## config.mk

```make
export PLATFORM = sky130hd
export DESIGN_NAME = dcache_top
export DESIGN_NICKNAME = d
export VERILOG_FILES = /design/src/cache_cfg_pkg.sv /design/src/cache_bus_pkg.sv /design/src/dcache_frames.sv /design/src/dcache_lru.sv /design/src/dcache_ctrl.sv /design/src/dcache_top.sv
export SDC_FILE = /design/constraint.sdc
export NUM_CORES = 2
export LEC_CHECK = 0
export ABC_AREA = 1
export BUFFER_PORTS_ARGS = -buffer_cell sky130_fd_sc_hd__clkbuf_2
export CAP_MARGIN = 25
export CORE_MARGIN = 2
export CORE_UTILIZATION = 25
export DETAILED_ROUTE_END_ITERATION = 7
export PLACE_DENSITY = 0.42
export RECOVER_POWER = 25
export SETUP_SLACK_MARGIN = 0.3
export SLEW_MARGIN = 25
export SYNTH_ARGS = -nofsm -noshare
export SYNTH_HDL_FRONTEND = slang
export SYNTH_SLANG_ARGS = --single-unit
```

## constraint.sdc

```tcl
create_clock -name CLK -period 9.8 [get_ports CLK]
set_input_delay 2.94 -clock CLK [delete_from_list [all_inputs] [get_ports CLK]]
set_output_delay 2.94 -clock CLK [all_outputs]
set_load 0.05 [all_outputs]
```

## src/cache_cfg_pkg.sv

```systemverilog
// data cache geometry
package cache_cfg_pkg;

   localparam int WORD_W    = 32;   // data and address width
   localparam int NUM_WAYS  = 2;
   localparam int NUM_SETS  = 8;
   localparam int IDX_W     = 3;    // log2 of NUM_SETS
   localparam int TAG_W     = 26;
   localparam int BLK_WORDS = 2;    // words per block

   typedef logic [WORD_W-1:0] word_t;

   // byte address split for a two word block
   typedef struct packed {
      logic [TAG_W-1:0] tag;
      logic [IDX_W-1:0] idx;
      logic             blkoff;   // word inside the block
      logic [1:0]       bytoff;
   } addr_fields_t;

   // same 32 bits seen as a raw word or as cache fields
   typedef union packed {
      word_t        raw;
      addr_fields_t f;
   } dcache_addr_u;

   // one cache block with its state bits
   typedef struct packed {
      logic                         valid;
      logic                         dirty;
      logic [TAG_W-1:0]             tag;
      word_t [BLK_WORDS-1:0]        data;   // data[1] is the upper word
   } frame_t;

endpackage

```

## src/cache_bus_pkg.sv

```systemverilog
// core and memory bus bundles
package cache_bus_pkg;

   // request from the core, held until dhit
   typedef struct packed {
      logic                        ren;
      logic                        wen;
      logic                        halt;
      cache_cfg_pkg::dcache_addr_u addr;
      cache_cfg_pkg::word_t        wdata;
   } core_req_t;

   // answer to the core
   typedef struct packed {
      logic                 dhit;      // one cycle pulse per served request
      logic                 flushed;   // sticky once the halt flush is over
      cache_cfg_pkg::word_t rdata;
   } core_rsp_t;

   // word request towards memory
   // held with a steady address until an edge with dwait low
   typedef struct packed {
      logic                        ren;
      logic                        wen;
      cache_cfg_pkg::dcache_addr_u addr;
      cache_cfg_pkg::word_t        wdata;
   } mem_req_t;

endpackage

```

## src/dcache_frames.sv

```systemverilog
// cache block storage and tag lookup
`timescale 1ns/100ps

module dcache_frames (
   input  logic                                            CLK,
   input  logic                                            nRST,
   // hit lookup
   input  cache_cfg_pkg::dcache_addr_u                     lookup_addr,
   // write strobes from the controller
   input  logic                                            wr_way,
   input  logic [cache_cfg_pkg::IDX_W-1:0]                 wr_idx,
   input  logic                                            word_we,
   input  logic                                            word_off,
   input  cache_cfg_pkg::word_t                            word_data,
   input  logic                                            mark_dirty,
   input  logic                                            clean_block,
   input  logic                                            install,
   input  logic [cache_cfg_pkg::TAG_W-1:0]                 install_tag,
   // set view for the controller
   input  logic [cache_cfg_pkg::IDX_W-1:0]                 rd_idx,
   output logic                                            hit,
   output logic                                            hit_way,
   output cache_cfg_pkg::frame_t [cache_cfg_pkg::NUM_WAYS-1:0] rd_frames
);

   // state bits, one per way and set
   logic [cache_cfg_pkg::NUM_WAYS-1:0][cache_cfg_pkg::NUM_SETS-1:0] valid_q;
   logic [cache_cfg_pkg::NUM_WAYS-1:0][cache_cfg_pkg::NUM_SETS-1:0] dirty_q;

   logic [cache_cfg_pkg::TAG_W-1:0] tag_q
      [cache_cfg_pkg::NUM_WAYS][cache_cfg_pkg::NUM_SETS];
   cache_cfg_pkg::word_t [cache_cfg_pkg::BLK_WORDS-1:0] data_q
      [cache_cfg_pkg::NUM_WAYS][cache_cfg_pkg::NUM_SETS];

   logic [cache_cfg_pkg::NUM_WAYS-1:0] match;

   always_ff @(posedge CLK, negedge nRST) begin
      if (!nRST) begin
         valid_q <= '0;   // every block invalid
         dirty_q <= '0;
      end
      else begin
         if (install) begin
            valid_q[wr_way][wr_idx] <= 1'b1;
         end
         // a freshly filled or written back block is clean
         if (install || clean_block) begin
            dirty_q[wr_way][wr_idx] <= 1'b0;
         end
         else if (mark_dirty) begin
            dirty_q[wr_way][wr_idx] <= 1'b1;   // write hit
         end
      end
   end

   always_ff @(posedge CLK) begin
      if (word_we) begin
         data_q[wr_way][wr_idx][word_off] <= word_data;
      end
      if (install) begin
         tag_q[wr_way][wr_idx] <= install_tag;
      end
   end

   // tag compare on the indexed set of both ways
   always_comb begin
      for (int w = 0; w < cache_cfg_pkg::NUM_WAYS; w++) begin
         match[w] = valid_q[w][lookup_addr.f.idx] &&
                    (tag_q[w][lookup_addr.f.idx] == lookup_addr.f.tag);
      end
   end

   assign hit     = |match;
   assign hit_way = match[1];   // way 0 unless way 1 matches

   // frames of the set chosen by the controller
   always_comb begin
      for (int w = 0; w < cache_cfg_pkg::NUM_WAYS; w++) begin
         rd_frames[w].valid = valid_q[w][rd_idx];
         rd_frames[w].dirty = dirty_q[w][rd_idx];
         rd_frames[w].tag   = tag_q[w][rd_idx];
         rd_frames[w].data  = data_q[w][rd_idx];
      end
   end

endmodule

```

## src/dcache_lru.sv

```systemverilog
// per set recency tracking
`timescale 1ns/100ps

module dcache_lru (
   input  logic                            CLK,
   input  logic                            nRST,
   input  logic [cache_cfg_pkg::IDX_W-1:0] idx,
   input  logic                            touch,
   input  logic                            touch_way,
   output logic                            victim
);

   // one bit per set, names the way used last
   logic [cache_cfg_pkg::NUM_SETS-1:0] mru_q;

   always_ff @(posedge CLK, negedge nRST) begin
      if (!nRST) begin
         mru_q <= '0;   // way 1 is the first victim everywhere
      end
      else if (touch) begin
         mru_q[idx] <= touch_way;
      end
   end

   // replace the way not used most recently
   assign victim = ~mru_q[idx];

endmodule

```

## src/dcache_ctrl.sv

```systemverilog
// data cache controller
`timescale 1ns/100ps

module dcache_ctrl (
   input  logic                                            CLK,
   input  logic                                            nRST,
   input  cache_bus_pkg::core_req_t                        core_req,
   output cache_bus_pkg::core_rsp_t                        core_rsp,
   output cache_bus_pkg::mem_req_t                         mem_req,
   input  logic                                            dwait,
   input  cache_cfg_pkg::word_t                            dload,
   input  logic                                            hit,
   input  logic                                            hit_way,
   input  logic                                            victim,
   input  cache_cfg_pkg::frame_t [cache_cfg_pkg::NUM_WAYS-1:0] rd_frames,
   output logic                                            wr_way,
   output logic [cache_cfg_pkg::IDX_W-1:0]                 wr_idx,
   output logic                                            word_we,
   output logic                                            word_off,
   output cache_cfg_pkg::word_t                            word_data,
   output logic                                            mark_dirty,
   output logic                                            clean_block,
   output logic                                            install,
   output logic [cache_cfg_pkg::TAG_W-1:0]                 install_tag,
   output logic [cache_cfg_pkg::IDX_W-1:0]                 rd_idx,
   output logic                                            touch,
   output logic                                            touch_way
);

   typedef enum logic [3:0] {
      IDLE, WB0, WB1, FILL0, FILL1, FLUSH_SCAN, FLUSH_W0, FLUSH_W1, DONE
   } state_t;

   state_t state, next_state;
   logic   vway, next_vway;                              // latched victim
   logic [cache_cfg_pkg::IDX_W:0]   flush_cnt, next_cnt;  // {way, set}
   logic [cache_cfg_pkg::IDX_W-1:0] flush_idx;
   logic   flush_way;
   logic   flushing;
   logic   cur_way;
   logic   req_acc;
   cache_cfg_pkg::frame_t cur_frame;

   assign flush_way = flush_cnt[cache_cfg_pkg::IDX_W];
   assign flush_idx = flush_cnt[cache_cfg_pkg::IDX_W-1:0];
   assign flushing  = (state == FLUSH_SCAN) || (state == FLUSH_W0) ||
                      (state == FLUSH_W1);

   // block being written back or filled
   assign cur_way   = flushing ? flush_way : vway;
   assign rd_idx    = flushing ? flush_idx : core_req.addr.f.idx;
   assign cur_frame = rd_frames[cur_way];

   assign wr_idx      = rd_idx;
   assign wr_way      = (state == IDLE) ? hit_way : cur_way;
   assign install_tag = core_req.addr.f.tag;
   assign touch_way   = hit_way;
   assign req_acc     = core_req.ren | core_req.wen;

   always_ff @(posedge CLK, negedge nRST) begin
      if (!nRST) begin
         state     <= IDLE;
         vway      <= 1'b0;
         flush_cnt <= '0;
      end
      else begin
         state     <= next_state;
         vway      <= next_vway;
         flush_cnt <= next_cnt;
      end
   end

   always_comb begin
      next_state  = state;
      next_vway   = vway;
      next_cnt    = flush_cnt;
      core_rsp    = '0;
      core_rsp.rdata = rd_frames[hit_way].data[core_req.addr.f.blkoff];
      mem_req     = '0;
      mem_req.addr.f.tag = cur_frame.tag;   // write-back target
      mem_req.addr.f.idx = rd_idx;
      word_we     = 1'b0;
      word_off    = 1'b0;
      word_data   = dload;
      mark_dirty  = 1'b0;
      clean_block = 1'b0;
      install     = 1'b0;
      touch       = 1'b0;

      case (state)
         IDLE: begin
            if (core_req.halt) begin
               next_cnt   = '0;   // way 0 set 0 first
               next_state = FLUSH_SCAN;
            end
            else if (req_acc && hit) begin
               core_rsp.dhit = 1'b1;
               touch         = 1'b1;
               if (core_req.wen) begin
                  word_we    = 1'b1;
                  word_off   = core_req.addr.f.blkoff;
                  word_data  = core_req.wdata;
                  mark_dirty = 1'b1;
               end
            end
            else if (req_acc) begin
               next_vway = victim;
               if (rd_frames[victim].valid && rd_frames[victim].dirty) begin
                  next_state = WB0;
               end
               else begin
                  next_state = FILL0;
               end
            end
         end

         WB0: begin
            mem_req.wen   = 1'b1;
            mem_req.wdata = cur_frame.data[0];
            if (!dwait) begin
               next_state = WB1;
            end
         end

         WB1: begin
            mem_req.wen           = 1'b1;
            mem_req.addr.f.blkoff = 1'b1;
            mem_req.wdata         = cur_frame.data[1];
            if (!dwait) begin
               clean_block = 1'b1;
               next_state  = FILL0;
            end
         end

         FILL0: begin
            mem_req.ren        = 1'b1;
            mem_req.addr.f.tag = core_req.addr.f.tag;   // block of the request
            if (!dwait) begin
               word_we    = 1'b1;   // word_off stays 0
               next_state = FILL1;
            end
         end

         FILL1: begin
            mem_req.ren           = 1'b1;
            mem_req.addr.f.tag    = core_req.addr.f.tag;
            mem_req.addr.f.blkoff = 1'b1;
            if (!dwait) begin
               word_we    = 1'b1;
               word_off   = 1'b1;
               install    = 1'b1;   // tag and valid with the last word
               next_state = IDLE;   // request retried as a hit
            end
         end

         FLUSH_SCAN: begin
            if (cur_frame.valid && cur_frame.dirty) begin
               next_state = FLUSH_W0;
            end
            else if (&flush_cnt) begin
               next_state = DONE;
            end
            else begin
               next_cnt = flush_cnt + 1'b1;
            end
         end

         FLUSH_W0: begin
            mem_req.wen   = 1'b1;
            mem_req.wdata = cur_frame.data[0];
            if (!dwait) begin
               next_state = FLUSH_W1;
            end
         end

         FLUSH_W1: begin
            mem_req.wen           = 1'b1;
            mem_req.addr.f.blkoff = 1'b1;
            mem_req.wdata         = cur_frame.data[1];
            if (!dwait) begin
               clean_block = 1'b1;
               if (&flush_cnt) begin
                  next_state = DONE;
               end
               else begin
                  next_cnt   = flush_cnt + 1'b1;
                  next_state = FLUSH_SCAN;
               end
            end
         end

         DONE: begin
            core_rsp.flushed = 1'b1;   // held until reset
         end

         default: begin
            next_state = IDLE;
         end
      endcase
   end

endmodule

```

## src/dcache_top.sv

```systemverilog
// two way write-back data cache
`timescale 1ns/100ps

module dcache_top (
   input  logic                     CLK,
   input  logic                     nRST,
   input  cache_bus_pkg::core_req_t core_req,
   output cache_bus_pkg::core_rsp_t core_rsp,
   output cache_bus_pkg::mem_req_t  mem_req,
   input  logic                     dwait,
   input  cache_cfg_pkg::word_t     dload
);

   logic                                               hit;
   logic                                               hit_way;
   logic                                               victim;
   cache_cfg_pkg::frame_t [cache_cfg_pkg::NUM_WAYS-1:0] rd_frames;

   // write strobes into the frames
   logic                            wr_way;
   logic [cache_cfg_pkg::IDX_W-1:0] wr_idx;
   logic                            word_we;
   logic                            word_off;
   cache_cfg_pkg::word_t            word_data;
   logic                            mark_dirty;
   logic                            clean_block;
   logic                            install;
   logic [cache_cfg_pkg::TAG_W-1:0] install_tag;
   logic [cache_cfg_pkg::IDX_W-1:0] rd_idx;

   logic touch;
   logic touch_way;

   dcache_frames frames (
      .CLK         (CLK),
      .nRST        (nRST),
      .lookup_addr (core_req.addr),
      .wr_way      (wr_way),
      .wr_idx      (wr_idx),
      .word_we     (word_we),
      .word_off    (word_off),
      .word_data   (word_data),
      .mark_dirty  (mark_dirty),
      .clean_block (clean_block),
      .install     (install),
      .install_tag (install_tag),
      .rd_idx      (rd_idx),
      .hit         (hit),
      .hit_way     (hit_way),
      .rd_frames   (rd_frames)
   );

   dcache_lru lru (
      .CLK       (CLK),
      .nRST      (nRST),
      .idx       (core_req.addr.f.idx),   // recency only for the request set
      .touch     (touch),
      .touch_way (touch_way),
      .victim    (victim)
   );

   dcache_ctrl ctrl (
      .CLK         (CLK),
      .nRST        (nRST),
      .core_req    (core_req),
      .core_rsp    (core_rsp),
      .mem_req     (mem_req),
      .dwait       (dwait),
      .dload       (dload),
      .hit         (hit),
      .hit_way     (hit_way),
      .victim      (victim),
      .rd_frames   (rd_frames),
      .wr_way      (wr_way),
      .wr_idx      (wr_idx),
      .word_we     (word_we),
      .word_off    (word_off),
      .word_data   (word_data),
      .mark_dirty  (mark_dirty),
      .clean_block (clean_block),
      .install     (install),
      .install_tag (install_tag),
      .rd_idx      (rd_idx),
      .touch       (touch),
      .touch_way   (touch_way)
   );

endmodule

```

# Yosys cells after proc, flatten, opt, wreduce, memory -nomap -nowiden
# Memory sizes are Yosys's and may differ from the RTL's.
# Index checks and enable logic that the tools add are counted.
dict set report op_classes {
  addsub 1
  magnitude_cmp 15
  n_eq_ne 21
  n_mux 106
  bitwise_logic 11
  n_reduce_logical 26
}
# op count
set ops {}
lappend ops {{512-bit two-way mux} 1}
lappend ops {{64-bit two-way mux} 7}
lappend ops {{64-bit binary-select mux with 3-bit select} 2}
lappend ops {{92-bit two-way mux} 4}
lappend ops {{26-bit binary-select mux with 3-bit select} 4}
lappend ops {{26-bit two-way mux} 10}
lappend ops {{32-bit two-way mux} 7}
lappend ops {{208-bit two-way mux} 1}
lappend ops {{64-bit demux with 3-bit select} 1}
lappend ops {{26-bit demux with 3-bit select} 1}
lappend ops {{4-bit two-way mux} 16}
lappend ops {{32-bit one-hot mux with 2 select lines} 1}
lappend ops {{26-bit equality test} 2}
lappend ops {{4-bit one-hot mux with 9 select lines} 1}
lappend ops {{32-bit demux with 1-bit select} 1}
lappend ops {{16-bit two-way mux} 2}
lappend ops {{16-bit OR} 2}
lappend ops {{1-bit two-way mux} 30}
lappend ops {{1-bit binary-select mux with 3-bit select} 7}
lappend ops {{16-bit bitwise AND} 1}
lappend ops {{4-bit by 3-bit equality test with 1-bit output (second input constant)} 4}
lappend ops {{2-bit inequality test (second input constant)} 8}
lappend ops {{16-bit inverter} 1}
lappend ops {{1-bit by 2-bit < comparator with 1-bit output (second input constant)} 6}
lappend ops {{other kinds (32)} 60}
dict set report word_totals {
  reg_bits 49
  ramBits 1440
  out_inout_bits 100
  wordCells 190
  memories 2
}
# memory words width rd rd_clocked_by_memory_dff write_ports line_no
set mem_list {}
lappend mem_list {frames.data_q 2 512 2 0 1 dcache_frames.sv:32} ;# cache_cfg_pkg::word_t [cache_cfg_pkg::BLK_WORDS-1:0] data_q
lappend mem_list {frames.tag_q 2 208 2 0 1 dcache_frames.sv:30} ;# logic [cache_cfg_pkg::TAG_W-1:0] tag_q

# Depth between registers and ports, before layout
dict set report depth {
  ltp_word 18
  depth_mapped 23
  ltp_nobuf 19
}

# By module
# A second synthesis with hierarchy kept.
dict set report unflattened {
  hier_cells 6499
  area_unflattened_um2 67084.3
}
# mod instances cells_per_inst area_per_inst_um2
set by_module_without_submodules {}
lappend by_module_without_submodules {dcache_frames 1 5673 62763.9}
lappend by_module_without_submodules {dcache_ctrl 1 764 3902.5}
lappend by_module_without_submodules {dcache_lru 1 62 417.9}

# Worst setup path before layout
# No wires, ideal clock.
dict set report synth_timing {
  path_type {input port to output port}
  startpoint {input core_req[36] (netlist name)}
  endpoint {output mem_req[5] (netlist name)}
  arrival_time_ns 5.881
  t_required_ns 6.860
  path_slack_ns 0.979
  stages 15
  n_path_buf 5
  cell_sequence {buf_4 > buf_1 > nand2_1 > o21ai_0 > buf_4 > nand3_1 > inv_2 > buf_2 > buf_2 > nand2_1 > nand2_1 > a221oi_1 > nand2_1 > o21ai_0 > o21ai_0}
}
# element line_no
set synth_lines {}
lappend synth_lines {{start: declaration} dcache_top.sv:7} ;# input cache_bus_pkg::core_req_t core_req,
lappend synth_lines {{end: declaration} dcache_top.sv:9} ;# output cache_bus_pkg::mem_req_t mem_req,

==> results.sh <==
export IMPL_outcome="finished with violations"
export IMPL_violations="capacitance limit, slew limit"
export IMPL_ys_top_cells_by_count="1489 x nand2_1, 1440 x edfxtp_1, 524 x inv_1"
export IMPL_post_dp_hpwl_mm=147
export IMPL_rows=185
export IMPL_power_switching_uw=8090
export IMPL_hold_viol_final=0
export IMPL_hp_class="reg -> reg"
export IMPL_seqPwrFrac_pct=34.1
export IMPL_avgSynthCellArea_um2=11.5
export IMPL_cts_tree="yes"
export IMPL_min_period_ns=9.50
export IMPL_gp_congestion=0.863
export IMPL_drtIter0Drc=4838
export IMPL_fp_coreArea_mm2=0.254
export IMPL_crit_arrival_ns=6.56
export IMPL_numCtsBuffers=160
export IMPL_synth_seq_area_share_pct=69.6
export IMPL_avgRoutedWirePerCell_um=26.2
export IMPL_drv_cap=16
export IMPL_synth_async_reset_ratio_pct=3.29
export IMPL_clkPwrFrac_pct=28.5
export IMPL_cp_end_kind="primary output"
export IMPL_worstSetupPathDepth=20
export IMPL_path_class="in -> out"
export IMPL_netlist_area_leader_share_pct=67.7
export IMPL_powerDensity_mw_per_mm2=273
export IMPL_ys_ff_latch=1489
export IMPL_synth_edf_count=1440
export IMPL_path_clk_slew_ns=0.06
export IMPL_critical_path_top_delay_family="buffers and inverters"
export IMPL_rsz0062_at_grt="false"
export IMPL_drt_total_wl_mm=246
export IMPL_p_leak_uw=0.0282
export IMPL_viasPerCell=4.90
export IMPL_top_layer="met5"
export IMPL_swShare_pct=38.4
export IMPL_start_kind="primary input"
export IMPL_reg2reg_depth=11
export IMPL_path_cells="buf_2 > inv_1 > nor2_4 > buf_12 > clkbuf_1 > o211ai_1 > nand2_1 > nor2_1 > nand2_1 > nand2_1 > nor2_1 > nand3_1 > nor2_2 > nand2_4 > inv_1 > buf_12 > o21ai_0 > o21ai_0 > buf_4 > buf_12"
export IMPL_synth_top_area_cell="edfxtp_1"
export IMPL_syn_cell_area_mm2=0.0639
export IMPL_critPathLaunch="core_req[36]"
export IMPL_yosysMostFrequentCell="nand2_1"
export IMPL_min_period_over_period_pct=96.9
export IMPL_hold_buffers=0
export IMPL_grt_max_degree=91
export IMPL_num_nets_final=5985
export IMPL_cts_htree_levels=4
export IMPL_synth_cells=5568
export IMPL_finalPower_uw=21100
export IMPL_vdd_ir_drop_max_mv=0.245
export IMPL_grt_pass1_vias=44600
export IMPL_start_util_pct=25.1
export IMPL_num_vias=46000
export IMPL_whs_path_depth=2
export IMPL_port_buffers=197
export IMPL_route_met2_wl_mm=117
export IMPL_wl_met3_mm=13.6
export IMPL_grt_pass1_wl_mm=343
export IMPL_yosys_warnings=0
export IMPL_drc=0
export IMPL_gr_total_overflow=0
export IMPL_worst_slew_pin_transition_ns=3.10
export IMPL_finalSetupTns_ns=0
export IMPL_p_int_uw=13000
export IMPL_die_h_um=510
export IMPL_slowest_delay_ns=0.37
export IMPL_clk_latency_ns=0.87
export IMPL_wl_met1_mm=109
export IMPL_die_width_um=510
export IMPL_drtAntennaViolNets=0
export IMPL_cp_required_ns=6.86
export IMPL_areaGrowthSynthToFinish_pct=20.9
export IMPL_antenna_found_initial=13
export IMPL_drv_slew=326
export IMPL_cp_slowest_cell="nor2_4"
export IMPL_fin_skew_ns=0.100
export IMPL_cts_sinks=1489
export IMPL_yosys_top_cells_area="edfxtp_1 68%, nand2_1 8.7%, inv_1 3.1%"
export IMPL_worstHoldStart="frames.valid_q[12]"
export IMPL_layout_drive_gt1_share_pct=12.5
export IMPL_firstDrtPassIters=6
export IMPL_dieArea_mm2=0.260
export IMPL_grt_total_usage_pct=18.5
export IMPL_n_fill_cell=25900
export IMPL_p_comb_share_pct=37.4
export IMPL_synth_ff_type="edfxtp_1"
export IMPL_io_pins=202
export IMPL_cts_root_buf="clkbuf_16"
export IMPL_crit_buf_inv=8
export IMPL_ys_types=47
export IMPL_max_slew_margin_rel_pct=-107
export IMPL_cts_buffer_depth=3
export IMPL_rr_startpoint="ctrl.state[1]"
export IMPL_fmax_ghz=0.105
export IMPL_setup_violations=0
export IMPL_path_max_fanout=24
[metrics by stage]
step                area (um^2)  util, %  instances  worst slack, ns  hold slack [ns]
finish                    77300     30.4       9380            0.302            0.470
global placement          72100     28.4       9079            0.143            0.450
global route              77300     30.4       9379            0.180            0.500
CTS                       77400     30.4       9373            0.316            0.474
detailed placement        72200     28.4       9081            0.117            0.459
floorplan                 63900        -       5569            0.979            0.433
[worst paths after layout]
check                                  endpoint  slack, ns
hold / removal               frames.valid_q[12]       0.47
setup reg to reg           frames.tag_q[1][145]       3.35
min in group asynchronous          lru.mru_q[4]       3.19
max in group asynchronous    frames.valid_q[12]       4.89
setup / recovery                   core_rsp[10]       0.30
hold reg to reg              frames.valid_q[12]       0.47
[state kept, by name (all words and copies together), names as in the netlist, named ones only]
signal,count
frames.tag_q,416
ctrl.state,4
lru.mru_q,8
ctrl.flush_cnt,4
frames.valid_q,16
ctrl.vway,1
frames.data_q,1024
[layout by cell type (no fill, tap or decap), types with 98 or more instances in the layout]
cell / n
nand2_1: 1480
edfxtp_1: 1440
inv_1: 523
nor2_1: 286
a22oi_1: 259
nand3_1: 258
buf_4: 187
o21ai_0: 169
clkbuf_16: 162
buf_12: 141
o211ai_1: 133
a221oi_1: 116
nand4_1: 104
a21oi_1: 98
[per-layer routing]
metal	track usage (%)	vias to the layer above
li1	-	20500
met1	25.1	23500
met2	31.1	1650
met3	2.45	359
met4	4.67	2
met5	0	-
[cells by family (layout without fill, tap and decap cells)]
| family | count (synthesis) | in the layout | share of synthesized area, % |
|---|---|---|---|
| and+or+nand+nor | 2277 | 2277 | 14.8 |
| DFF | 1489 | 1489 | 69.6 |
| AOI/OAI and AO/OA | 951 | 951 | 10.2 |
| buffers and inverters | 848 | 1290 | 5.46 |
| adders and majority gates | 1 | 1 | 0.0196 |
| other | 1 | 5 | 0.00587 |
| xor gates and xnor gates | 1 | 1 | 0.0137 |
[power groups by stage]
stage                     Sequential [uW]  Combinational [uW]  Clock [uW]
after floorplan                      7300                3850           0
after global placement               7310                7880           0
after detailed placement             7310                7890           0
after CTS                            7180                7920        6120
after global routing                 7190                8270        6360
final                                7180                7870        6000
[layout make-up]
class	instances	area, um^2	area share, %
Inverter	539	2090	2.71
Clock buffer	200	4190	5.42
Multi-Input combinational cell	3232	16400	21.2
Clock inverter	91	961	1.24
Antenna cell	3	7.51	0.00972
Tap cell	3366	4210	5.45
Timing Repair Buffer	460	4930	6.38
Sequential cell	1489	44500	57.6
[worst min-delay path, cell delays in order (launching register included)]
cell	delay, ns
dfrtp_1	0.32
inv_1	0.05
o21ai_0	0.06
[what timing repair did]
action                                  4_1_cts  5_1_grt
pin swaps                                     1        0
setup buffers                                 1        0
cloned                                        0        1
endpoints found under the setup margin        7       22
gates resized for setup                       1       13
(Power assumes the default switching activity.)
